===== src/logic/fp_pkg.sv =====
package fp_pkg;

	// ------------------------------
	// basic pipe and memory types
	// ------------------------------
	typedef logic [31:0] word_t;     // one pipe word
	typedef logic [29:0] addr_t;     // DDR word address
	typedef logic [15:0] op_num_t;   // operation count

	typedef enum logic [2:0] {
		OP_CONV3X3 = 3'd0,
		OP_CONV1X1 = 3'd1,
		OP_MAXPOOL = 3'd2,
		OP_AVEPOOL = 3'd3
	} op_type_t;

	localparam int CMD_WORDS = 4;    // words per command block

	// ------------------------------
	// command block word views
	// ------------------------------
	typedef struct packed {
		op_type_t    op_type;
		logic [12:0] reserved;
		op_num_t     op_num;
	} cmd_header_t;

	typedef struct packed {
		logic [1:0] zero;            // upper bits unused by the address
		addr_t      addr;
	} cmd_addr_t;

	// word 0 of a block is a header, words 1..3 are addresses
	typedef union packed {
		cmd_header_t header;
		cmd_addr_t   addr;
	} cmd_word_u;

	typedef struct packed {
		op_type_t op_type;
		op_num_t  op_num;
		addr_t    data_addr;
		addr_t    weight_addr;
		addr_t    writeback_addr;
	} op_desc_t;                     // 109 bits

endpackage

===== src/logic/word_router.sv =====
`timescale 1ns/1ps

module word_router (
	input  logic          okClk,
	input  logic          rst_n,
	input  logic          op_en,
	input  logic          in_empty,
	input  fp_pkg::word_t in_data,
	output logic          in_pop,
	input  logic          out_full,
	output logic          out_wr_en,
	output fp_pkg::word_t out_data,
	input  logic          cmd_ready,
	output logic          cmd_valid,
	output fp_pkg::word_t cmd_word
);

	logic loop_pop;
	logic cmd_pop;

	// ------------------------------
	// destination select
	// ------------------------------
	assign loop_pop = !op_en && !in_empty && !out_full;    // loopback to pipe-out
	assign cmd_pop  = op_en && !in_empty && cmd_ready;     // command parser
	assign in_pop   = loop_pop || cmd_pop;

	// command path is a direct valid/ready view of the fifo head
	assign cmd_valid = op_en && !in_empty;
	assign cmd_word  = in_data;

	// ------------------------------
	// registered loopback write
	// ------------------------------
	always_ff @(posedge okClk) begin
		if (!rst_n) begin
			out_wr_en <= 1'b0;
		end else begin
			out_wr_en <= loop_pop;
		end
	end

	always_ff @(posedge okClk) begin
		if (loop_pop) begin
			out_data <= in_data;    // lands one cycle after the pop
		end
	end

endmodule


===== config.mk =====
export PLATFORM = sky130hd
export DESIGN_NAME = word_router
export DESIGN_NICKNAME = d
export VERILOG_FILES = /design/src/logic/fp_pkg.sv /design/src/logic/word_router.sv
export SDC_FILE = /design/constraint.sdc
export NUM_CORES = 1
export LEC_CHECK = 0
export ABC_AREA = 1
export BUFFER_PORTS_ARGS = -buffer_cell sky130_fd_sc_hd__buf_4
export CORE_ASPECT_RATIO = 1.1
export CORE_MARGIN = 2
export CORE_UTILIZATION = 41
export CTS_CLUSTER_SIZE = 40
export DETAILED_ROUTE_END_ITERATION = 16
export PLACE_DENSITY = 0.93
export SYNTH_ARGS = -nofsm -noshare
export SYNTH_HDL_FRONTEND = slang
export SYNTH_SLANG_ARGS = --single-unit

===== constraint.sdc =====
create_clock -name okClk -period 2.05 [get_ports okClk]
set_input_delay 0.3075 -clock okClk [delete_from_list [all_inputs] [get_ports okClk]]
set_output_delay 0.3075 -clock okClk [all_outputs]
set_load 0.01 [all_outputs]

Yosys cells after proc, flatten, opt, wreduce, memory -nomap -nowiden
Index checks and enable logic that the tools add are counted.
{ "word_totals": {"regBits": 33, "wordCells": 10, "out_inout_bits": 67, "in_bits": 38} }
{ "classes": {"reduce_logical": 8} }
{ "op_table": {"columns": ["cell", "count"], "rows": [
  ["1-bit logical AND", 4],
  ["1-bit zero test", 3],
  ["1-bit logical OR", 1]
]} }

Depth between registers and ports, before layout
{ "logic_depth": {"ltp_word": 4, "mapped_depth": 3, "ltp_nobuf": 3} }

Worst setup path after synthesis
No wires, ideal clock.
{ "synth_path": {"kind": "input port to flip-flop", "start": "in out_full", "end": "reg out_data[0] (enable)", "arrival_ps": 1111, "stages": 3, "required_ps": 1663, "setup_time_ps": 387, "path_buffers": 0, "path_slack_ps": 553, "cell_sequence": "nor2_2 nand2_2 inv_1"} }
{ "synth_between": {"elab_chain_len": 2} }
{ "synth_lines": {"columns": ["element", "line", "source"], "rows": [
  ["start: declaration", "word_router.sv:10", "input logic out_full,"],
  ["1-bit zero test", "word_router.sv:24", "assign loop_pop = !op_en && !in_empty && !out_full;"],
  ["1-bit logical AND", "word_router.sv:24", null],
  ["named net loop_pop", "word_router.sv:18", "logic loop_pop;"],
  ["end signal: assignment", "word_router.sv:45", "out_data <= in_data;"],
  ["end: declaration", "word_router.sv:12", "output fp_pkg::word_t out_data,"]
]} }
The timed path passes the listed nets, and every way through them passes these cells.
A chain may end at the register's enable or synchronous reset.

Final worst setup path
{ "layout_path": {"start": "reg out_data[20]", "end": "out out_data[20]"} }
No word-level cell between the ends.

==> impl_metrics.ini <==
[yosys]
yosysWarnings = 0
synth_fp_nets = 113
ys_types = 9
synth_area_um2 = 1267
ys_seq_area_share_pct = 77.39
netlist_instances = 75
syn_area_per_cell_um2 = 16.90
ys_ff_latch = 33

[sta]
maxSlewHeadroom_pct = 73.66
fin_crit_sh_pct = 57.61
rsz0062_at_grt = no
hold-worst-slack_ns = 0.1603
fin_crit_ns = 1.181
setup_viol = 0
finalMaxSlewViolations = 0
fmax_mhz = 846.7
setup_slack_ns = 0.8689
worst_pin_slew_ns = 0.3952
finalHoldViolations = 0
finalSetupTns_ns = 0

[critical_path]
cp-end-kind = output port
critical_path_arrival_ns = 0.87
critPathBufInv = 1
crit_slowest_cell = edfxtp_1
cp.required_ns = 1.74
cp_max_fo = 1
start_kind = flip-flop
path_class = reg2out
path_cells = buf_4
path_delay_family = flip-flops
max_stage_delay_ns = 0.39

[floorplanning]
die-height_um = 62.32
io_pins = 105
die_area_um2 = 3553
fp-row-count = 21
die_w_um = 57.01
core_area_um2 = 2995
initial_core_util_pct = 42.31

[outcome]
status = finished clean

[drt]
wl_met3_um = 319
top_layer = met4
dr.pass1.iters = 4
wl_met1_um = 784
totalWireLength_mm = 2.587
drt_first_iter_violations = 16
vias = 827
dr_wl_met2_mm = 1.437
wl_per_cell_um = 13.62
drcViolationCount = 0
vias_per_cell = 4.353
drtAntennaViolNets = 0

[clock_network]
post-cts-setup-buffers = 0
cts_made_buffers = 5
cts.path.max_buffers = 2
cts_tree = yes
clkTransAtPathRegs_ns = 0.10
htree_num_levels = 2
cts_root_buf = clkbuf_4
cts_num_sinks = 33
post_cts_resized = 0
cts_hold_buf = 0

[grt]
grt_antenna_before_repair = 0
grt_pass1_wl_mm = 3.829
grt_pass1_vias = 840
track_usage_pct = 15.05
grt_max_degree = 33
overflow = 0

[pwr]
pwr_density_cell_nw_per_um2 = 694.0
total_power_mw = 1.324
power.leakage_nw = 0.8782
peakVddDrop_v = 0.0005401

[layout]
design_area_um2 = 1908
utilization_pct = 63.70
area_growth_pct = 50.54
n_antenna_cell = 0
seqCellArea_um2 = 980.9
nNetsFinal = 193
multi_input_area_um2 = 31.28
nFillCells = 245
final_cells = 190
drive_gt1_share_pct = 73.08

[placement]
place_area_um2 = 1858
detailed_place_hpwl_mm = 2.086
post-place-cells = 182
globalplace.congestion = 0.7158
port_buffers = 104
dp_slack_ns = 0.6742

[run]
maxCapViolCount = 0

[min_path]
min_path_type = in2reg
[synthesized netlist by cell type]
cell type / n / area, µm²
edfxtp_1: 32 / 960.9
dfxtp_1: 1 / 20.02
nor2_2: 2 / 12.51
inv_1: 4 / 15.01
nand2_2: 1 / 6.260
nand3_1: 1 / 5.000
buf_4: 32 / 240.2
nand2_1: 1 / 3.750
nor2_1: 1 / 3.750
[registers in the layout (all words and copies together) (netlist names)]
register / cells
out_data: 32
out_wr_en: 1
[kinds of logic (layout without fill, tap and decap cells)]
logic type             count (synthesis)  after routing  share of synthesized area, %
buffers and inverters                 36            117                         20.14
and+or+nand+nor                        6              6                         2.467
DFF                                   33             33                         77.39
[placed cells by master, fill, tap and decap left out, drive strengths merged]
master,count
clkinv,3
nand2,2
clkbuf,5
nor2,3
buf,105
nand3,1
edfxtp,32
inv,4
dfxtp,1
[worst paths after layout]
path              slack (ns)                   start                     end  depth (start not counted)
setup / recovery        0.87  out_data[20]$_DFFE_PP_            out_data[20]                          1
hold / removal          0.16             in_data[13]  out_data[13]$_DFFE_PP_                          1
[metal layers]
layer | GRT usage (%) | vias to the layer above
met3 | 7.708 | 6
met4 | 6.105 | 0
met5 | 0 | -
met1 | 13.24 | 370
li1 | - | 383
met2 | 27.73 | 68
[area by class of cell]
type                            instances  area share [%]
Clock buffer                            5           1.967
Timing Repair Buffer                  105           41.31
Inverter                                4          0.7869
Multi-Input combinational cell          6           1.639
Clock inverter                          3          0.6557
Sequential cell                        33           51.41
Tap cell                               34           2.230
[power breakdown]
part           switching (mW)  internal [mW]  total [mW]  leakage (nW)
Combinational          0.0895          0.123       0.213         0.546
Sequential            0.00827          0.774       0.782         0.302
Clock                   0.206          0.124       0.330        0.0300
No activity file was read; power rests on OpenSTA's default activity.
