[src/logic/fp_pkg.sv]
package fp_pkg;

	// ------------------------------
	// basic pipe and memory types
	// ------------------------------
	typedef logic [31:0] word_t;     // one pipe word
	typedef logic [29:0] addr_t;     // DDR word address
	typedef logic [15:0] op_num_t;   // operation count

	typedef enum logic [2:0] {
		OP_CONV3X3 = 3'd0,
		OP_CONV1X1 = 3'd1,
		OP_MAXPOOL = 3'd2,
		OP_AVEPOOL = 3'd3
	} op_type_t;

	localparam int CMD_WORDS = 4;    // words per command block

	// ------------------------------
	// command block word views
	// ------------------------------
	typedef struct packed {
		op_type_t    op_type;
		logic [12:0] reserved;
		op_num_t     op_num;
	} cmd_header_t;

	typedef struct packed {
		logic [1:0] zero;            // upper bits unused by the address
		addr_t      addr;
	} cmd_addr_t;

	// word 0 of a block is a header, words 1..3 are addresses
	typedef union packed {
		cmd_header_t header;
		cmd_addr_t   addr;
	} cmd_word_u;

	typedef struct packed {
		op_type_t op_type;
		op_num_t  op_num;
		addr_t    data_addr;
		addr_t    weight_addr;
		addr_t    writeback_addr;
	} op_desc_t;                     // 109 bits

endpackage
[src/logic/word_fifo.sv]
`timescale 1ns/1ps

module word_fifo #(
	parameter int DEPTH = 32
) (
	input  logic                       okClk,
	input  logic                       rst_n,
	input  logic                       wr_en,
	input  fp_pkg::word_t              wr_data,
	input  logic                       rd_en,
	output fp_pkg::word_t              rd_data,
	output logic                       empty,
	output logic                       full,
	output logic [$clog2(DEPTH+1)-1:0] count
);

	localparam int PTR_W = (DEPTH > 1) ? $clog2(DEPTH) : 1;
	localparam int CNT_W = $clog2(DEPTH + 1);

	fp_pkg::word_t    mem [DEPTH];
	logic [PTR_W-1:0] wr_ptr;
	logic [PTR_W-1:0] rd_ptr;
	logic             push;
	logic             pop;

	assign push    = wr_en && !full;     // writes into a full fifo are dropped
	assign pop     = rd_en && !empty;
	assign empty   = (count == '0);
	assign full    = (count == CNT_W'(DEPTH));
	assign rd_data = mem[rd_ptr];        // head word shows without latency

	// ------------------------------
	// storage
	// ------------------------------
	always_ff @(posedge okClk) begin
		if (push) begin
			mem[wr_ptr] <= wr_data;
		end
	end

	// ------------------------------
	// pointers and occupancy
	// ------------------------------
	always_ff @(posedge okClk) begin
		if (!rst_n) begin
			wr_ptr <= '0;
			rd_ptr <= '0;
			count  <= '0;
		end else begin
			if (push) begin
				wr_ptr <= (wr_ptr == PTR_W'(DEPTH - 1)) ? '0 : wr_ptr + 1'b1;
			end
			if (pop) begin
				rd_ptr <= (rd_ptr == PTR_W'(DEPTH - 1)) ? '0 : rd_ptr + 1'b1;
			end
			case ({push, pop})
				2'b10:   count <= count + 1'b1;
				2'b01:   count <= count - 1'b1;
				default: count <= count;    // idle or push and pop together
			endcase
		end
	end

endmodule

[config.mk]
export PLATFORM = sky130hd
export DESIGN_NAME = word_fifo
export DESIGN_NICKNAME = d
export VERILOG_FILES = /design/src/logic/fp_pkg.sv /design/src/logic/word_fifo.sv
export SDC_FILE = /design/constraint.sdc
export NUM_CORES = 1
export LEC_CHECK = 0
export BUFFER_PORTS_ARGS = -buffer_cell sky130_fd_sc_hd__buf_2
export CAP_MARGIN = 25
export CELL_PAD_IN_SITES_DETAIL_PLACEMENT = 0
export CELL_PAD_IN_SITES_GLOBAL_PLACEMENT = 1
export CORE_ASPECT_RATIO = 0.8
export CORE_MARGIN = 1
export CORE_UTILIZATION = 35
export CTS_CLUSTER_DIAMETER = 60
export DETAILED_ROUTE_END_ITERATION = 10
export GPL_TIMING_DRIVEN = 0
export HOLD_SLACK_MARGIN = 0.05
export MAX_ROUTING_LAYER = met4
export PLACE_DENSITY = 0.58
export SLEW_MARGIN = 15
export SYNTH_ARGS = -nofsm -noshare
export SYNTH_HDL_FRONTEND = slang
export SYNTH_SLANG_ARGS = --single-unit
[constraint.sdc]
create_clock -name okClk -period 3.06 [get_ports okClk]
set_clock_uncertainty 0.05 [all_clocks]
set_input_delay 0.306 -clock okClk [delete_from_list [all_inputs] [get_ports okClk]]
set_output_delay 0.306 -clock okClk [all_outputs]
set_load 0.02 [all_outputs]
Word level (Yosys, flattened, before mapping)
Memories as Yosys holds them, arrays and structs flattened. A register that Yosys moved wholly into a read port is not among the register bits.
Index checks and enable logic that the tools add are counted.
- $add $sub $neg: 4
- eq/ne operators: 5
- muxes and demuxes: 7
- reduce and logical (&&, ||, !) cells: 6
- operator list (operator ; count):
    5-bit two-way mux ; 4
    6-bit case mux with 2 select lines ; 1
    5-bit by 1-bit adder with 5-bit output (second input constant) ; 2
    5-bit equality test (second input constant) ; 2
    6-bit by 1-bit adder with 6-bit output (second input constant) ; 1
    6-bit equality test (second input constant) ; 1
    6-bit zero test ; 1
    6-bit by 1-bit subtractor with 6-bit output (second input constant) ; 1
    2-bit by 1-bit equality test with 1-bit output (second input constant) ; 1
    2-bit equality test (second input constant) ; 1
    1-bit logical AND ; 2
    1-bit zero test ; 2
    1-bit two-way mux ; 2
    2-bit nonzero test ; 1
- bits in registers: 16
- memory bits (writable): 1024
- output and inout port bits: 40
- logic and storage cells: 26
- memories: 1
- memories (name ; words ; bits a word ; read ports ; clocked after memory_dff ; write ports ; line ; text):
    mem ; 32 ; 32 ; 1 ; 1 ; 1 ; word_fifo.sv:20 ; fp_pkg::word_t mem [DEPTH];

Logic depth before layout (Yosys ltp)
- word-level depth: 5
- gate-level depth with buffers: 13
- depth with buffers taken out: 10

Least setup slack after synthesis
Ideal clock, no wire load.
- path kind: reg2reg
- from: reg count[2]
- to: mem mem[30][0] (netlist bit), enable pin
- library setup time: 421 ps
- arrival time: 2771 ps
- data required time: 2589 ps
- slack: -182 ps
- stages on the path, launching flop included: 7
- buffers on the path: 2
- path through: dfxtp_1 buf_2 or3_1 clkbuf_1 o31a_1 nand2_1 nor2_1
- word-level cells in the longest chain between the ends: 5
- ends and longest elaborated chain (item ; line ; text):
    from (decl) ; word_fifo.sv:14 ; output logic [$clog2(DEPTH+1)-1:0] count
    from (signal assigned) ; word_fifo.sv:57 ; 2'b10: count <= count + 1'b1;
    from (signal assigned) ; word_fifo.sv:58 ; 2'b01: count <= count - 1'b1;
    from (signal assigned) ; word_fifo.sv:59 ; default: count <= count;
    6-bit equality test ; word_fifo.sv:29 ; assign full = (count == CNT_W'(DEPTH));
    1-bit zero test ; word_fifo.sv:26 ; assign push = wr_en && !full;
    1-bit logical AND ; word_fifo.sv:26 ;
    1-bit two-way mux ; word_fifo.sv:36 ; if (push) begin
    1-bit two-way mux (implied by the code) ; word_fifo.sv:37 ; mem[wr_ptr] <= wr_data;
    to (decl) ; word_fifo.sv:20 ;
No other way between the ends.

==> impl_metrics.py <==
metrics = {
    "outcome": {
        "status": "complete, but fails checks",
        "violations": "setup timing",
    },
    "floorplan": {
        "coreArea_mm2": 0.114,
        "fp.dieW_um": 382,
        "io_pins": 76,
        "initial_utilization_pct": 35.3,
        "die_area_mm2": 0.117,
        "dieHeight_um": 306,
        "rows": 111,
    },
    "timing": {
        "rsz0062_at_grt": "true",
        "setup_viol": 32,
        "slew_viol_final": 0,
        "whs_ns": 0.0960,
        "fmax_ghz": 0.294,
        "fin_crit_ns": 3.40,
        "setup_slack_ns": -0.344,
        "hold_violations": 0,
        "finalCritPeriodShare_pct": 111,
        "timing.slew.headroom_pct": 39.2,
        "worst-slew-pin-transition_ns": 0.910,
    },
    "global_routing": {
        "antenna_found_initial": 0,
        "first_global_vias": 21400,
        "grt_first_pass_wirelength_um": 156000,
        "grtUsageTotal_pct": 19.2,
        "grt_max_degree": 33,
        "grt_overflow": 0,
    },
    "clock_tree": {
        "path_clk_slew_ns": 0.06,
        "cts_buffers": 106,
        "h-tree-depth": 3,
        "clock-sinks": 1045,
        "clk_latency_ns": 0.67,
        "cts_max_path_buffers": 3,
        "cts_tree": "built",
        "root_buffer": "clkbuf_16",
    },
    "synthesis": {
        "synth.avg_cell_area_um2": 19.6,
        "synth.net_count": 2103,
        "synth_edf_count": 1024,
        "synth_seq_cells": 1045,
        "synth-main-ff-cell": "edfxtp_1",
        "synth_area_mm2": 0.0404,
        "synthCells": 2057,
        "synth-seq-area-share_pct": 77.1,
        "yosysWarnings": 0,
        "async_flop_share_pct": 0,
        "yosys.cell_types.count": 45,
    },
    "cells_and_area": {
        "final_nets": 2385,
        "instances_no_fill": 3947,
        "layout-drive-gt1-share_pct": 35.3,
        "final_common_cell": "edfxtp_1",
        "antenna-diode-count": 0,
        "area_growth_pct": 21.7,
        "final_cell_mix": "edfxtp_1 (1024), mux2_2 (192), mux4_2 (128)",
    },
    "placed_design": {
        "post-place-cells": 3691,
        "portBuffers": 75,
        "gp_congestion": 0.802,
        "dp_hpwl_um": 71800,
        "post-place-ws_ns": -1.05,
    },
    "routing": {
        "drc": 0,
        "via_count": 21200,
        "firstDrtPassIters": 5,
        "ant_nets": 0,
        "routed_wl_um": 110000,
        "routed_via_density": 5.37,
        "drtIter0Drc": 2145,
        "avgRoutedWirePerCell_um": 27.9,
    },
    "power_and_ir_drop": {
        "ir_worst_vdd_v": 0.000472,
        "p_leak_uw": 0.0155,
        "power_density_mw_per_mm2": 749,
    },
    "setup_path": {
        "cp.required_ns": 2.70,
        "worstPathCellList": "buf_12, clkbuf_16, nand2b_4, clkbuf_4, o22ai_1, nor3_1, or4_4, buf_2",
        "crit_arrival_ns": 3.05,
        "cp-end-kind": "output pin",
        "r2r-start": "count[2]",
        "startpoint_type": "flip-flop",
        "cpMaxStageDelayCell": "or4_4",
        "crit_type": "reg2out",
        "cp_max_fo": 10,
        "max_stage_delay_ns": 0.44,
    },
    "worst_hold_path": {
        "hp-start": "wr_data[11]",
        "hold_class": "in2reg",
    },
    "job": {
        "cap_violations": 0,
    },
}
-- metrics by stage --
step                cell area (um2)   TNS, ns  total power (uW)  utilization (%)
floorplan                     40400   -183.15             20400                -
global placement              42700  -2310.27             22800             37.3
detailed placement            43600   -191.48             22900             38.1
CTS                           48900    -12.36             36900             42.7
global route                  49200    -12.41             38100             43.0
finish                        49200     -9.99             36800             43.0
-- final timing paths --
| path | end | slack [ns] | depth (start not counted) |
|---|---|---|---|
| setup reg to reg | count[4] | 0.17 | 12 |
| setup / recovery | rd_data[14] | -0.34 | 8 |
| hold reg to reg | count[4] | 0.48 | 2 |
| hold / removal | mem[4][11] | 0.1 | 1 |
-- worst max-delay path: cells and delay by family (launching register included) --
family                 cells  cell delay (ns)
AOI/OAI and AO/OA          1             0.31
DFF                        1             0.33
buffers and inverters      4             0.85
and+or+nand+nor            3             0.84
-- metal layers --
metal	share of wire, %	wire [um]	track usage (%)	vias to the layer above
li1	-	-	-	9053
met1	45	49800	27.0	11300
met2	46	51200	29.2	694
met3	6.5	7150	3.55	151
met4	1.9	2150	4.23	0
met5	0	0	-	-
-- where the power goes --
| part | internal [uW] | total [uW] | switching (uW) |
|---|---|---|---|
| Combinational | 3670 | 8000 | 4330 |
| Clock | 7350 | 12800 | 5420 |
| Sequential | 15900 | 16000 | 110 |
| Total | 27000 | 36800 | 9860 |
-- Yosys cell counts, types with 16 or more instances --
library cell,instances,area share (%)
o22ai_1,64,0.99
or4_1,34,0.63
mux4_2,128,7.1
buf_1,19,0.18
dfxtp_1,21,1.0
a211oi_1,64,1.2
clkbuf_1,79,0.73
nand2_1,16,0.15
nor3_1,68,0.84
nor2_1,42,0.39
edfxtp_1,1024,76
nor2b_1,65,1.0
o21ai_0,69,0.85
a22o_1,64,1.4
mux2_2,192,5.4
-- state kept, by name (all words and copies together), names as in the netlist, named ones only --
name / cells
mem: 1024
count: 6
wr_ptr: 5
rd_ptr: 5
-- final cells by class --
cell class	instances	area, um2
Sequential cell	1045	31200
Inverter	8	30.0
Fill cell	9944	65300
Tap cell	1525	1910
Buffer	114	1200
Clock buffer	132	2810
Multi-Input combinational cell	884	9260
Clock inverter	59	571
Timing Repair Buffer	180	2220
-- logic make-up after synthesis --
family                     Yosys count  synth area share (%)
AOI/OAI and AO/OA                  282                  4.77
xor gates and xnor gates             4                0.0867
buffers and inverters              129                  1.42
adders and majority gates           10                 0.310
and+or+nand+nor                    262                  3.66
DFF                               1045                  77.1
muxes                              325                  12.6
-- what timing repair did --
action                                  in CTS  in global routing
gates resized for setup                    351                 53
buffers inserted                            57                  1
cloned                                       3                  4
pin swaps                                   40                  6
hold endpoints to repair                   113                  1
hold buffers                                 6                  1
endpoints found under the setup margin     932                190
Note: power is estimated with default switching activity, not from simulation.
