### config.mk
export PLATFORM = sky130hd
export DESIGN_NAME = cmd_decoder
export DESIGN_NICKNAME = d
export VERILOG_FILES = /design/src/logic/fp_pkg.sv /design/src/logic/cmd_decoder.sv
export SDC_FILE = /design/constraint.sdc
export NUM_CORES = 1
export LEC_CHECK = 0
export BUFFER_PORTS_ARGS = -buffer_cell sky130_fd_sc_hd__buf_2
export CAP_MARGIN = 10
export CORE_UTILIZATION = 40
export CTS_BUF_LIST = sky130_fd_sc_hd__clkbuf_8
export CTS_CLUSTER_DIAMETER = 120
export DETAILED_ROUTE_END_ITERATION = 10
export HOLD_SLACK_MARGIN = 0.08
export PLACE_DENSITY = 0.69
export SETUP_SLACK_MARGIN = 0.2
export SLEW_MARGIN = 5
export SYNTH_ARGS = -nofsm -noshare
export SYNTH_HDL_FRONTEND = slang
export SYNTH_SLANG_ARGS = --single-unit
### constraint.sdc
create_clock -name okClk -period 1.7 [get_ports okClk]
set_input_delay 0.34 -clock okClk [delete_from_list [all_inputs] [get_ports okClk]]
set_output_delay 0.34 -clock okClk [all_outputs]
set_load 0.02 [all_outputs]
### src/logic/fp_pkg.sv
package fp_pkg;

	// ------------------------------
	// basic pipe and memory types
	// ------------------------------
	typedef logic [31:0] word_t;     // one pipe word
	typedef logic [29:0] addr_t;     // DDR word address
	typedef logic [15:0] op_num_t;   // operation count

	typedef enum logic [2:0] {
		OP_CONV3X3 = 3'd0,
		OP_CONV1X1 = 3'd1,
		OP_MAXPOOL = 3'd2,
		OP_AVEPOOL = 3'd3
	} op_type_t;

	localparam int CMD_WORDS = 4;    // words per command block

	// ------------------------------
	// command block word views
	// ------------------------------
	typedef struct packed {
		op_type_t    op_type;
		logic [12:0] reserved;
		op_num_t     op_num;
	} cmd_header_t;

	typedef struct packed {
		logic [1:0] zero;            // upper bits unused by the address
		addr_t      addr;
	} cmd_addr_t;

	// word 0 of a block is a header, words 1..3 are addresses
	typedef union packed {
		cmd_header_t header;
		cmd_addr_t   addr;
	} cmd_word_u;

	typedef struct packed {
		op_type_t op_type;
		op_num_t  op_num;
		addr_t    data_addr;
		addr_t    weight_addr;
		addr_t    writeback_addr;
	} op_desc_t;                     // 109 bits

endpackage
### src/logic/cmd_decoder.sv
`timescale 1ns/1ps

module cmd_decoder (
	input  logic             okClk,
	input  logic             rst_n,
	input  logic             cmd_valid,
	input  fp_pkg::word_t    cmd_word,
	output logic             cmd_ready,
	output logic             op_valid,
	input  logic             op_ready,
	output fp_pkg::op_desc_t op_desc
);

	localparam int IDX_W = $clog2(fp_pkg::CMD_WORDS);

	fp_pkg::cmd_word_u word_view;   // header or address reading of a word
	fp_pkg::op_desc_t  desc_q;
	logic [IDX_W-1:0]  word_idx;    // position inside the command block
	logic              take;
	logic              last_word;

	assign word_view = cmd_word;
	assign cmd_ready = !op_valid;   // stall the router while a descriptor waits
	assign take      = cmd_valid && cmd_ready;
	assign last_word = (word_idx == IDX_W'(fp_pkg::CMD_WORDS - 1));
	assign op_desc   = desc_q;

	// ------------------------------
	// block word counter and valid
	// ------------------------------
	always_ff @(posedge okClk) begin
		if (!rst_n) begin
			word_idx <= '0;
			op_valid <= 1'b0;
		end else begin
			if (take) begin
				word_idx <= last_word ? '0 : word_idx + 1'b1;
			end
			if (take && last_word) begin
				op_valid <= 1'b1;       // descriptor complete
			end else if (op_valid && op_ready) begin
				op_valid <= 1'b0;       // taken downstream
			end
		end
	end

	// ------------------------------
	// descriptor fields, in block order
	// ------------------------------
	always_ff @(posedge okClk) begin
		if (take) begin
			case (word_idx)
				IDX_W'(0): begin
					desc_q.op_type <= word_view.header.op_type;
					desc_q.op_num  <= word_view.header.op_num;
				end
				IDX_W'(1): begin
					desc_q.data_addr <= word_view.addr.addr;
				end
				IDX_W'(2): begin
					desc_q.weight_addr <= word_view.addr.addr;
				end
				default: begin
					desc_q.writeback_addr <= word_view.addr.addr;
				end
			endcase
		end
	end

endmodule

==> Word-level counts from Yosys, hierarchy flattened <==
Cells that the tools add are included.
{ "word_totals": {"output_inout_bits": 111, "mem_bits_ro": 0, "ram_bits": 0, "ff_bits": 112, "mem_count": 0, "word_cells": 26, "latch_bits": 0} }
{ "op_classes": {"bitwise_logic": 1, "mux": 3, "shift": 0, "div": 0, "magnitude_cmp": 0, "n_reduce_logical": 11, "n_addsub": 1, "n_eq_ne": 3, "mul": 0} }
{ "ops": {"columns": ["cell", "count"], "rows": [
  ["$reduce_and 2->1", 4],
  ["$eq 2x2->1 const B", 2],
  ["$logic_and 1x1->1", 3],
  ["$reduce_or 3->1", 1],
  ["$add 2x1->2 const B", 1],
  ["$eq 2x1->1 const B", 1],
  ["$logic_not 2->1", 1],
  ["$mux 1", 2],
  ["$mux 2", 1],
  ["$reduce_bool 2->1", 1],
  ["$logic_not 1->1", 1],
  ["$not 1->1", 1]
]} }

==> Longest topological paths before layout <==
Gate-level depths: netlist (run 1).
{ "depth": {"ltp_word": 4, "depth_mapped": 4, "depth_no_buf": 4} }

==> Least setup slack after synthesis (run 1) <==
Ideal clock, no wire load.
{ "synth_timing": {"kind": "reg-to-reg", "start": "register op_valid", "end": "register desc_q, in the netlist op_desc[100], enable pin", "synth_period_minus_slack_ps": 1521, "setup_ps": 377, "slack_ps": 179, "path_stages_with_launch": 4, "arrival_ps": 1144, "t_required_ps": 1323, "path_cell_list": "dfxtp_1 nor2b_2 buf_6 and2_1"} }
{ "synth_between": {"elab_chain_cells": 3} }
{ "synth_lines": {"columns": ["element", "line_no", "text"], "rows": [
  ["from (decl)", "cmd_decoder.sv:9", "output logic op_valid,"],
  ["from (signal assigned)", "cmd_decoder.sv:34", "op_valid <= 1'b0;"],
  ["from (signal assigned)", "cmd_decoder.sv:40", "op_valid <= 1'b1;"],
  ["from (signal assigned)", "cmd_decoder.sv:42", "op_valid <= 1'b0;"],
  ["$logic_not 1->1", "cmd_decoder.sv:23", "assign cmd_ready = !op_valid;"],
  ["$logic_and 1x1->1", "cmd_decoder.sv:24", "assign take = cmd_valid && cmd_ready;"],
  ["$reduce_and 2->1 (no source line)", null, null],
  ["to (decl)", "cmd_decoder.sv:17", "fp_pkg::op_desc_t desc_q;"]
]} }
Every way passes these cells.
A chain may end at the register's enable or synchronous reset.

==> Worst setup path in the final report (run 1) <==
{ "layout_timing": {"start": "register op_valid", "end": "register desc_q, in the netlist op_desc[74], enable pin"} }
Same word-level chain as after synthesis.

==> results of run 1 <==
==> how the worst max path moves through the flow <==
stage,to,slack [ns],from,cells past startpoint
after floorplan,op_desc[0],0.23,op_valid,3
after global placement,op_desc[76],0.23,cmd_valid,4
after detailed placement,op_desc[76],0.21,cmd_valid,4
after CTS,op_desc[74],0.31,op_valid,3
after global routing,op_desc[75],0.22,op_valid,3
final,op_desc[74],0.31,op_valid,3
==> where the power goes <==
group	internal (mW)	total [mW]	switching (mW)
Clock	0.560	1.45	0.895
Combinational	0.121	0.370	0.249
Sequential	3.14	3.17	0.0292
Total	3.82	5.00	1.17
==> layout make-up <==
class	instances	area [um2]
sequential	112	3330
clock inverter	7	65.1
clock buffer	9	124
multi-input combinational	17	153
tap	105	131
inverter	3	11.3
fill	660	3690
timing repair buffer	154	828
==> flip-flops by register name (all words and copies together), names as in the netlist <==
register,flops
op_desc,109
op_valid,1
word_idx,2
==> layer usage <==
metal / wire length (um) / track usage [%] / up-vias
li1: - / - / 848
met1: 2780 / 17.7 / 900
met2: 3340 / 24.4 / 93
met3: 544 / 4.47 / 12
met4: 122 / 7.09 / 0
met5: 0 / 0 / -
==> per-stage QoR <==
stage | area, um2 | setup slack (ns) | util (%) | hold WS [ns] | power (mW)
2_1_floorplan | 3510 | 0.230 | - | 0.439 | 3.41
3_3_place_gp | 4460 | 0.230 | 53.4 | 0.520 | 3.60
3_5_place_dp | 4460 | 0.213 | 53.4 | 0.527 | 3.61
4_1_cts | 4650 | 0.314 | 55.7 | 0.125 | 5.05
5_1_grt | 4650 | 0.217 | 55.7 | 0.118 | 5.18
6_report | 4650 | 0.312 | 55.7 | 0.142 | 5.00
==> Yosys cell counts (all sizes together) <==
master,instances,area (um2)
a2bb2oi,1,8.76
buf,1,11.3
nor2b,4,27.5
inv,3,11.3
dfxtp,3,60.1
ha,5,62.6
mux2i,2,20.0
nor2,1,3.75
and2,4,28.8
edfxtp,109,3270
==> cells by family after synthesis <==
kind of cell / synth area share (%)
DFF: 95.0
buffers and inverters: 0.642
adders and majority gates: 1.78
muxes: 0.571
AOI/OAI and AO/OA: 0.250
and+or+nand+nor: 1.71
==> worst register-to-register path, stage by stage, from the launching register on <==
cell	delay (ns)
dfxtp_1	0.34
nor2b_2	0.28
and2_2	0.24
buf_4	0.23
==> summary.md, run 1 <==
| Metric | Value |
|---|---|
| Cells along the critical path | `nor2b_2 -> and2_2 -> buf_4` |
| CP endpoint kind | `flip-flop` |
| CP max-delay cell | `dfxtp_1` |
| P_leak | `approximately 1.8 nW` |
| Initial Util | `42.0%` |
| Synth cell types | `12` |
| Hold Path Class | `in -> reg` |
| Fmax | `721 MHz` |
| Max cap viols | `0` |
| GPL Wtd Cong | `0.749` |
| Most frequent cells in the layout | `buf_2, edfxtp_1, clkbuf_8` |
| WHS Path Cells | `1` |
| Worst Path Required | `1.76 ns` |
| Sequential area share after synthesis | `95.0%` |
| Final setup viols | `0` |
| Synthesis warning total | `0` |
| Final period util | `81.6%` |
| Cts repair resizes | `0` |
| Crit path max-delay family | `simple AND/OR/NAND/NOR gates` |
| DIE AREA | `9150 um2` |
| Placed Cells | `391` |
| Largest stage delay on the critical path | `0.34 ns` |
| Worst-path clk slew | `0.11 ns` |
| Clock Tree Buf Depth | `2` |
| RSZ-0062 raised after global routing | `no` |
| Fin crit period | `1.39 ns` |
| HPWL Detailed | `4910 um` |
| Total gr overflow | `0` |
| Largest net degree at the start of global routing | `22` |
| I/O Pins | `147` |
| Reg2Reg Launch Point | `op_valid` |
| Mapped cell area | `3510 um2` |
| Vias in the first global route | `1720` |
| Max Slew Vio Count | `0` |
| Vias/cell | `between 4 and 5` |
| Cts bufs inserted | `9` |
| CTS H-tree lvls | `3` |
| Chip Width | `95.6 um` |
| Core ar. | `8340 um2` |
| Kind of critical path | `reg -> reg` |
| Most common cell after layout, fill and taps aside | `buf_2` |
| Root buf cell | `clkbuf_8` |
| RR Endpoint | `op_desc[74]` |
| Synthesis-stage register bit count | `112` |
| Max_slew headroom | `79.6%` |
| Pwr Density | `1080 nW/um2` |
| Final #Nets | `between 300 and 400` |
| WL final | `6790 um` |
| Die H | `95.6 um` |
| Postcts setup bufs | `0` |
| FF-to-FF path depth | `3` |
| Routed Antenna Nets | `0` |
| Setup Skew | `0.0182 ns` |
| 1st-iter DRT viols | `67` |
| Worst-Skew Late Latency | `0.37 ns` |
| CP arrival | `1.45 ns` |
| Area Growth Syn to Fin | `32.5%` |
| # diodes | `0` |
| CTS tree | `built` |
| Mapped Cells | `133` |
| Routed length per instance | `16.7 um` |
| Initial antenna violation count | `0` |
| Slew @ Worst Pin | `0.304 ns` |
| Vias post-DR | `1853` |
| Setup TNS | `0 ns` |
| Port Buffers | `146` |
| Synthesized Nets | `174` |
| Outcome | `finished clean` |
| Clock sinks | `between 100 and 150` |
| Hold path endpoint | `op_desc[107]` |
| # DRC | `0` |
| Critical Path Fanout Max | `13` |
| Final cell count without fillers | `407` |
| CTS Hold Buffers Added | `0` |
| GRT Overall Usage | `between 10 and 15%` |
| WP buf/inv | `1` |
| Maximum vdd drop | `roughly 0.41 mV` |
| First-pass GRT wire length | `9300 um` |
| Hold_sp | `cmd_word[30]` |
| Setup crit start kind | `flip-flop` |
| Hold Fails Final Rpt | `0` |
| Cell Rows | `33` |
| Layout cells sized above 1 | `57.9%` |
| Pre-antenna DRT Iters | `4` |
| Syn avg cell area | `around 26 um2` |
| Reg-to-reg slack, setup | `0.31 ns` |
Note: power is estimated with default switching activity, not from simulation.
==> inputs of run 2 (changes only) <==
- PLACE_DENSITY: 0.69 -> 0.71
- clock period: 1.7 -> 1.2 ns (I/O delays scaled with it)
==> summary.md, run 2 (synthesis results as in run 1) <==
| Metric | Value |
|---|---|
| Outcome | `finished, violations left` |
| Failing checks | `negative setup slack` |
| Final period util | `102%` |
| Critical Path Fanout Max | `2 (-11)` |
| Area Growth Syn to Fin | `61.4%` |
| Vias post-DR | `1978 (+6.7%)` |
| Largest net degree at the start of global routing | `18 (-18%)` |
| Maximum vdd drop | `0.572 mV (+40%)` |
| Setup crit start kind | `flip-flop` |
| Worst-path clk slew | `0.09 ns (-0.02 ns)` |
| Cts bufs inserted | `9 (unchanged)` |
| Vias in the first global route | `1825 (+6.1%)` |
| Core ar. | `8340 um2 (unchanged)` |
| Pre-antenna DRT Iters | `4 (unchanged)` |
| Reg area | `3340 um2 (+0.34%)` |
| CP arrival | `0.98 ns (-0.47 ns)` |
| Max cap viols | `0 (unchanged)` |
| GPL Wtd Cong | `0.770 (+2.7%)` |
| Fillers | `504 (-24%)` |
| GRT Overall Usage | `15.9% (+1.1 points)` |
| Final Core Density | `67.9% (+12 points)` |
| Fin crit period | `1.22 ns` |
| Routed Antenna Nets | `0 (unchanged)` |
| Slew @ Worst Pin | `0.122 ns (-0.182 ns)` |
| Initial Util | `42.0% (unchanged)` |
| Root buf cell | `clkbuf_8` |
| Final #Nets | `354 (+4.7%)` |
| Hold Worst Slack | `0.100 ns (-0.0417 ns)` |
| Routed length per instance | `18.5 um (+11%)` |
| Cell Rows | `33 (unchanged)` |
| Hold Path Class | `in -> reg` |
| I/O Pins | `147 (unchanged)` |
| 1st-iter DRT viols | `64 (-4.5%)` |
| Final setup viols | `16 (+16)` |
| Most common cell after layout, fill and taps aside | `buf_6` |
| Largest stage delay on the critical path | `0.37 ns (+0.03 ns)` |
| HPWL Detailed | `5160 um (+5.2%)` |
| Placed Instance Area | `4540 um2 (+1.8%)` |
| Port Buffers | `146 (unchanged)` |
| CP endpoint kind | `output port` |
| Pwr Density | `1280 nW/um2 (+19%)` |
| Fmax | `818 MHz` |
| Max Slew Vio Count | `0 (unchanged)` |
| # DRC | `0 (unchanged)` |
| Final instance area | `5660 um2 (+22%)` |
| Number of flip-flops under the largest register name | `109 (unchanged)` |
| Worst-Skew Late Latency | `0.35 ns (-0.02 ns)` |
| CTS H-tree lvls | `3 (unchanged)` |
| CTS tree | `built` |
| Initial antenna violation count | `1 (+1)` |
| Multi-input logic area | `221 um2 (+45%)` |
| Hold Fails Final Rpt | `0 (unchanged)` |
| Layout cells sized above 1 | `61.5% (+3.6 points)` |
| Worst Path Required | `0.96 ns (-0.80 ns)` |
| Setup Skew | `0.00697 ns (-0.0112 ns)` |
| P_leak | `2.17 nW (+19%)` |
| Overall power | `7.23 mW (+45%)` |
| Most frequent cells in the layout | `buf_6, edfxtp_1, buf_2` |
| Worst slack at placement | `-0.157 ns (-0.369 ns)` |
| Clock Tree Buf Depth | `2 (unchanged)` |
| Vias/cell | `4.68 (+2.7%)` |
| Max_slew headroom | `91.6% (+12 points)` |
| Chip Width | `95.6 um (unchanged)` |
| DIE AREA | `9150 um2 (unchanged)` |
| Kind of critical path | `reg -> out` |
| CP max-delay cell | `dfxtp_4` |
| Die H | `95.6 um (unchanged)` |
| WL final | `7840 um (+15%)` |
| Most common cell on crit path | `buf_6` |
| Clock sinks | `112 (unchanged)` |
| Cells along the critical path | `buf_6 -> inv_4 -> buf_6` |
| First-pass GRT wire length | `10200 um (+9.6%)` |
| Final WS setup | `-0.0228 ns (-0.335 ns)` |
| RSZ-0062 raised after global routing | `yes` |
| Total gr overflow | `0 (unchanged)` |
## run 2: layer usage
layer | up-vias | part of all wire (%) | track usage (%) | wire [um]
met5 | - | 0 | 0 | 0
li1 | 884 | - | - | -
met2 | 109 | 50 | 26.0 | 3950
met3 | 14 | 8.0 | 5.02 | 623
met1 | 971 | 40 | 20.1 | 3100
met4 | 0 | 2.0 | 5.22 | 157
## run 2: worst paths after layout
| check | start | end | slack [ns] | cells past startpoint |
|---|---|---|---|---|
| max | op_valid | cmd_ready | -0.02 | 3 |
| min | cmd_word[24] | op_desc[84] | 0.10 | 1 |
| max reg2reg | op_valid | op_desc[47] | -0.01 | 3 |
| min reg2reg | word_idx[1] | word_idx[1] | 0.72 | 3 |
## run 2: area by class of cell
type                       count  share of cell area [%]
tap                          105                    2.32
timing repair buffer         170                    31.5
sequential                   112                    59.1
multi-input combinational     17                    3.91
clock inverter                 6                   0.663
clock buffer                   9                    2.19
antenna                        1                  0.0442
inverter                       3                   0.331
## run 2: what timing repair did
item,4_1_cts,5_1_grt
hold buffers,5,1
gates resized for setup,114,133
pin swaps,4,4
gates cloned,1,1
setup buffers,3,2
hold endpoints to repair,11,3
setup endpoints to repair,223,223
## run 2: power by group
group | total, mW | switching (mW) | leakage [nW] | internal [mW]
combinational | 0.809 | 0.397 | 1.07 | 0.411
clock | 1.89 | 1.15 | 0.0827 | 0.737
sequential | 4.53 | 0.0775 | 1.02 | 4.46
## run 2: stage by stage
| step | std cells | TNS (ns) |
|---|---|---|
| 2_1_floorplan | 133 | -4.04 |
| 3_3_place_gp | 394 | -12.65 |
| 3_5_place_dp | 394 | -14.34 |
| 4_1_cts | 418 | -0.205 |
| 5_1_grt | 423 | -2.19 |
| 6_report | 423 | -0.118 |
## run 2: worst max-delay path: cells and delay by family, from the launching register on
family                 cells  cell delay (ns)
DFF                        1             0.37
buffers and inverters      3             0.26
==> inputs of run 3 (changes only) <==
- REMOVE_ABC_BUFFERS: unset -> 1
==> summary.md, run 3 (synthesis results as in run 1) <==
| Metric | Value |
|---|---|
| CP arrival | `1.32 ns (+0.34 ns)` |
| Sequential power share | `59.9% (-2.8 points)` |
| CP endpoint kind | `flip-flop` |
| Most common cell after layout, fill and taps aside | `buf_6` |
| Root buf cell | `clkbuf_8` |
| WL final | `8190 um (+4.5%)` |
| CTS H-tree lvls | `3 (unchanged)` |
| Number of flip-flops under the largest register name | `109 (unchanged)` |
| Max_slew headroom | `91.8% (+0.24 points)` |
| Total gr overflow | `0 (unchanged)` |
| Hold_sp | `cmd_word[24]` |
| Setup Skew | `0.00770 ns (+0.000728 ns)` |
| First-pass GRT wire length | `10200 um (+0.14%)` |
| Clock Tree Buf Depth | `2 (unchanged)` |
| Vias in the first global route | `1852 (+1.5%)` |
| GRT Overall Usage | `16.0% (+0.092 points)` |
| Chip Width | `95.6 um (unchanged)` |
| Largest net degree at the start of global routing | `21 (+3)` |
| Cell Rows | `33 (unchanged)` |
| Reg-to-reg slack, setup | `-0.04 ns (-0.03 ns)` |
| Placed Instance Area | `4490 um2 (-1.0%)` |
| Vias/cell | `4.64 (-0.83%)` |
| Worst Path Required | `1.28 ns (+0.32 ns)` |
| Routed length per instance | `19.0 um (+2.8%)` |
| Reg2Reg Launch Point | `op_valid` |
| Worst-path clk slew | `0.10 ns (about the same)` |
| Net Sw Power | `1.70 mW (+4.8%)` |
| Switching Share | `22.5% (+0.037 points)` |
| Port Buffers | `146 (unchanged)` |
| Slew @ Worst Pin | `0.119 ns (-0.00346 ns)` |
| Final period util | `103% (+1.5 points)` |
| Clock share of power | `29.5% (+3.4 points)` |
| Initial Util | `42.0% (unchanged)` |
| I/O Pins | `147 (unchanged)` |
| Max Slew Vio Count | `0 (unchanged)` |
| Placed Cells | `394 (unchanged)` |
| Kind of critical path | `reg -> reg` |
| Final cell count without fillers | `430 (+1.7%)` |
| Final Core Density | `68.5% (+0.63 points)` |
| Clock sinks | `112 (unchanged)` |
| CTS tree | `built` |
| # DRC | `0 (unchanged)` |
| Overall power | `7.56 mW (+4.6%)` |
| Hold path endpoint | `op_desc[84]` |
| RSZ-0062 raised after global routing | `yes` |
| P_leak | `2.22 nW (+2.0%)` |
| Final WS setup | `-0.0409 ns (-0.0181 ns)` |
| Vias post-DR | `1994 (+0.81%)` |
| RR Endpoint | `op_desc[78]` |
| WHS Path Cells | `1 (unchanged)` |
| Failing checks | `negative setup slack` |
| Area Growth Syn to Fin | `62.9%` |
| Initial antenna violation count | `0 (-1)` |
| Combinational Power Share | `10.6% (-0.6 points)` |
| 1st-iter DRT viols | `66 (+3.1%)` |
| Pwr Density | `1320 nW/um2 (+3.7%)` |
| FF-to-FF path depth | `3 (unchanged)` |
| Fin crit period | `1.24 ns (+0.0181 ns)` |
| Cell Int Power | `5.86 mW (+4.6%)` |
| Fmax | `806 MHz (-1.5%)` |
| Hold Fails Final Rpt | `0 (unchanged)` |
| # diodes | `0 (-1)` |
| Layout cells sized above 1 | `58.8% (-2.7 points)` |
| Final instance area | `5710 um2 (+0.93%)` |
| Worst-Skew Late Latency | `0.35 ns (about the same)` |
| Hold Worst Slack | `0.100 ns (+0.000249 ns)` |
| Maximum vdd drop | `0.814 mV (+42%)` |
| Setup TNS | `-0.757 ns (-0.639 ns)` |
| Pre-antenna DRT Iters | `4 (unchanged)` |
| Core ar. | `8340 um2 (unchanged)` |
| Setup crit start kind | `flip-flop` |
| Hold Path Class | `in -> reg` |
| Most frequent cells in the layout | `buf_6, edfxtp_1, buf_2` |
| Fillers | `496 (-1.6%)` |
| Max cap viols | `0 (unchanged)` |
| Critical Path Fanout Max | `7 (+5)` |
| Outcome | `finished, violations left` |
| Final setup viols | `47 (+31)` |
| Die H | `95.6 um (unchanged)` |
| DIE AREA | `9150 um2 (unchanged)` |
| Worst slack at placement | `-0.179 ns (-0.0218 ns)` |
| Routed Antenna Nets | `0 (unchanged)` |
| HPWL Detailed | `4990 um (-3.3%)` |
| Cts bufs inserted | `9 (unchanged)` |
| Final #Nets | `362 (+2.3%)` |
| GPL Wtd Cong | `0.713 (-7.3%)` |
## run 3: layout make-up
| cell class | count | area, um2 | share of cell area, % |
|---|---|---|---|
| repair buffers | 178 | 1830 | 32.1 |
| multi-input cells | 17 | 188 | 3.28 |
| clock inverters | 6 | 77.6 | 1.36 |
| flip-flops and latches | 112 | 3340 | 58.5 |
| well taps | 105 | 131 | 2.30 |
| clock buffers | 9 | 124 | 2.17 |
| inverters | 3 | 16.3 | 0.285 |
## run 3: worst max-delay path by stage
| stage | from | to | slack, ns | cells past startpoint |
|---|---|---|---|---|
| 4_1_cts | word_idx[1] | op_desc[79] | -0.003 | 4 |
| 2_1_floorplan | op_valid | op_desc[100] | -0.35 | 2 |
| 3_3_place_gp | cmd_valid | op_desc[72] | -0.16 | 4 |
| 3_5_place_dp | cmd_valid | op_desc[72] | -0.18 | 4 |
| 5_1_grt | op_desc[46] | op_desc[46] | -0.07 | 1 |
| 6_report | op_valid | op_desc[78] | -0.04 | 3 |
## run 3: timing repair
item,CTS,global route
hold buffers,14,0
gates cloned,2,2
gates resized for setup,132,120
endpoints found under the hold margin,36,0
setup buffers,2,1
setup endpoints to repair,223,223
pin swaps,1,2
## run 3: power by group through the flow
stage	clock network [mW]	registers [mW]	logic (mW)
finish	2.23	4.53	0.803
global route	2.46	4.54	0.852
detailed placement	0	4.58	0.549
global placement	0	4.58	0.535
CTS	2.28	4.51	0.701
floorplan	0	4.75	0.0839
## run 3: layer usage
metal	GRT usage, %	vias up	part of all wire (%)
li1	-	895	-
met1	20.5	975	39
met2	25.9	118	51
met3	5.50	6	8.6
met4	4.48	0	0.83
met5	0	-	0
## run 3: critical path, cell delays in order, from the launching register on
cell and delay [ns]:
dfxtp_4 0.37, nor2b_4 0.17, and2_4 0.25, clkbuf_16 0.17
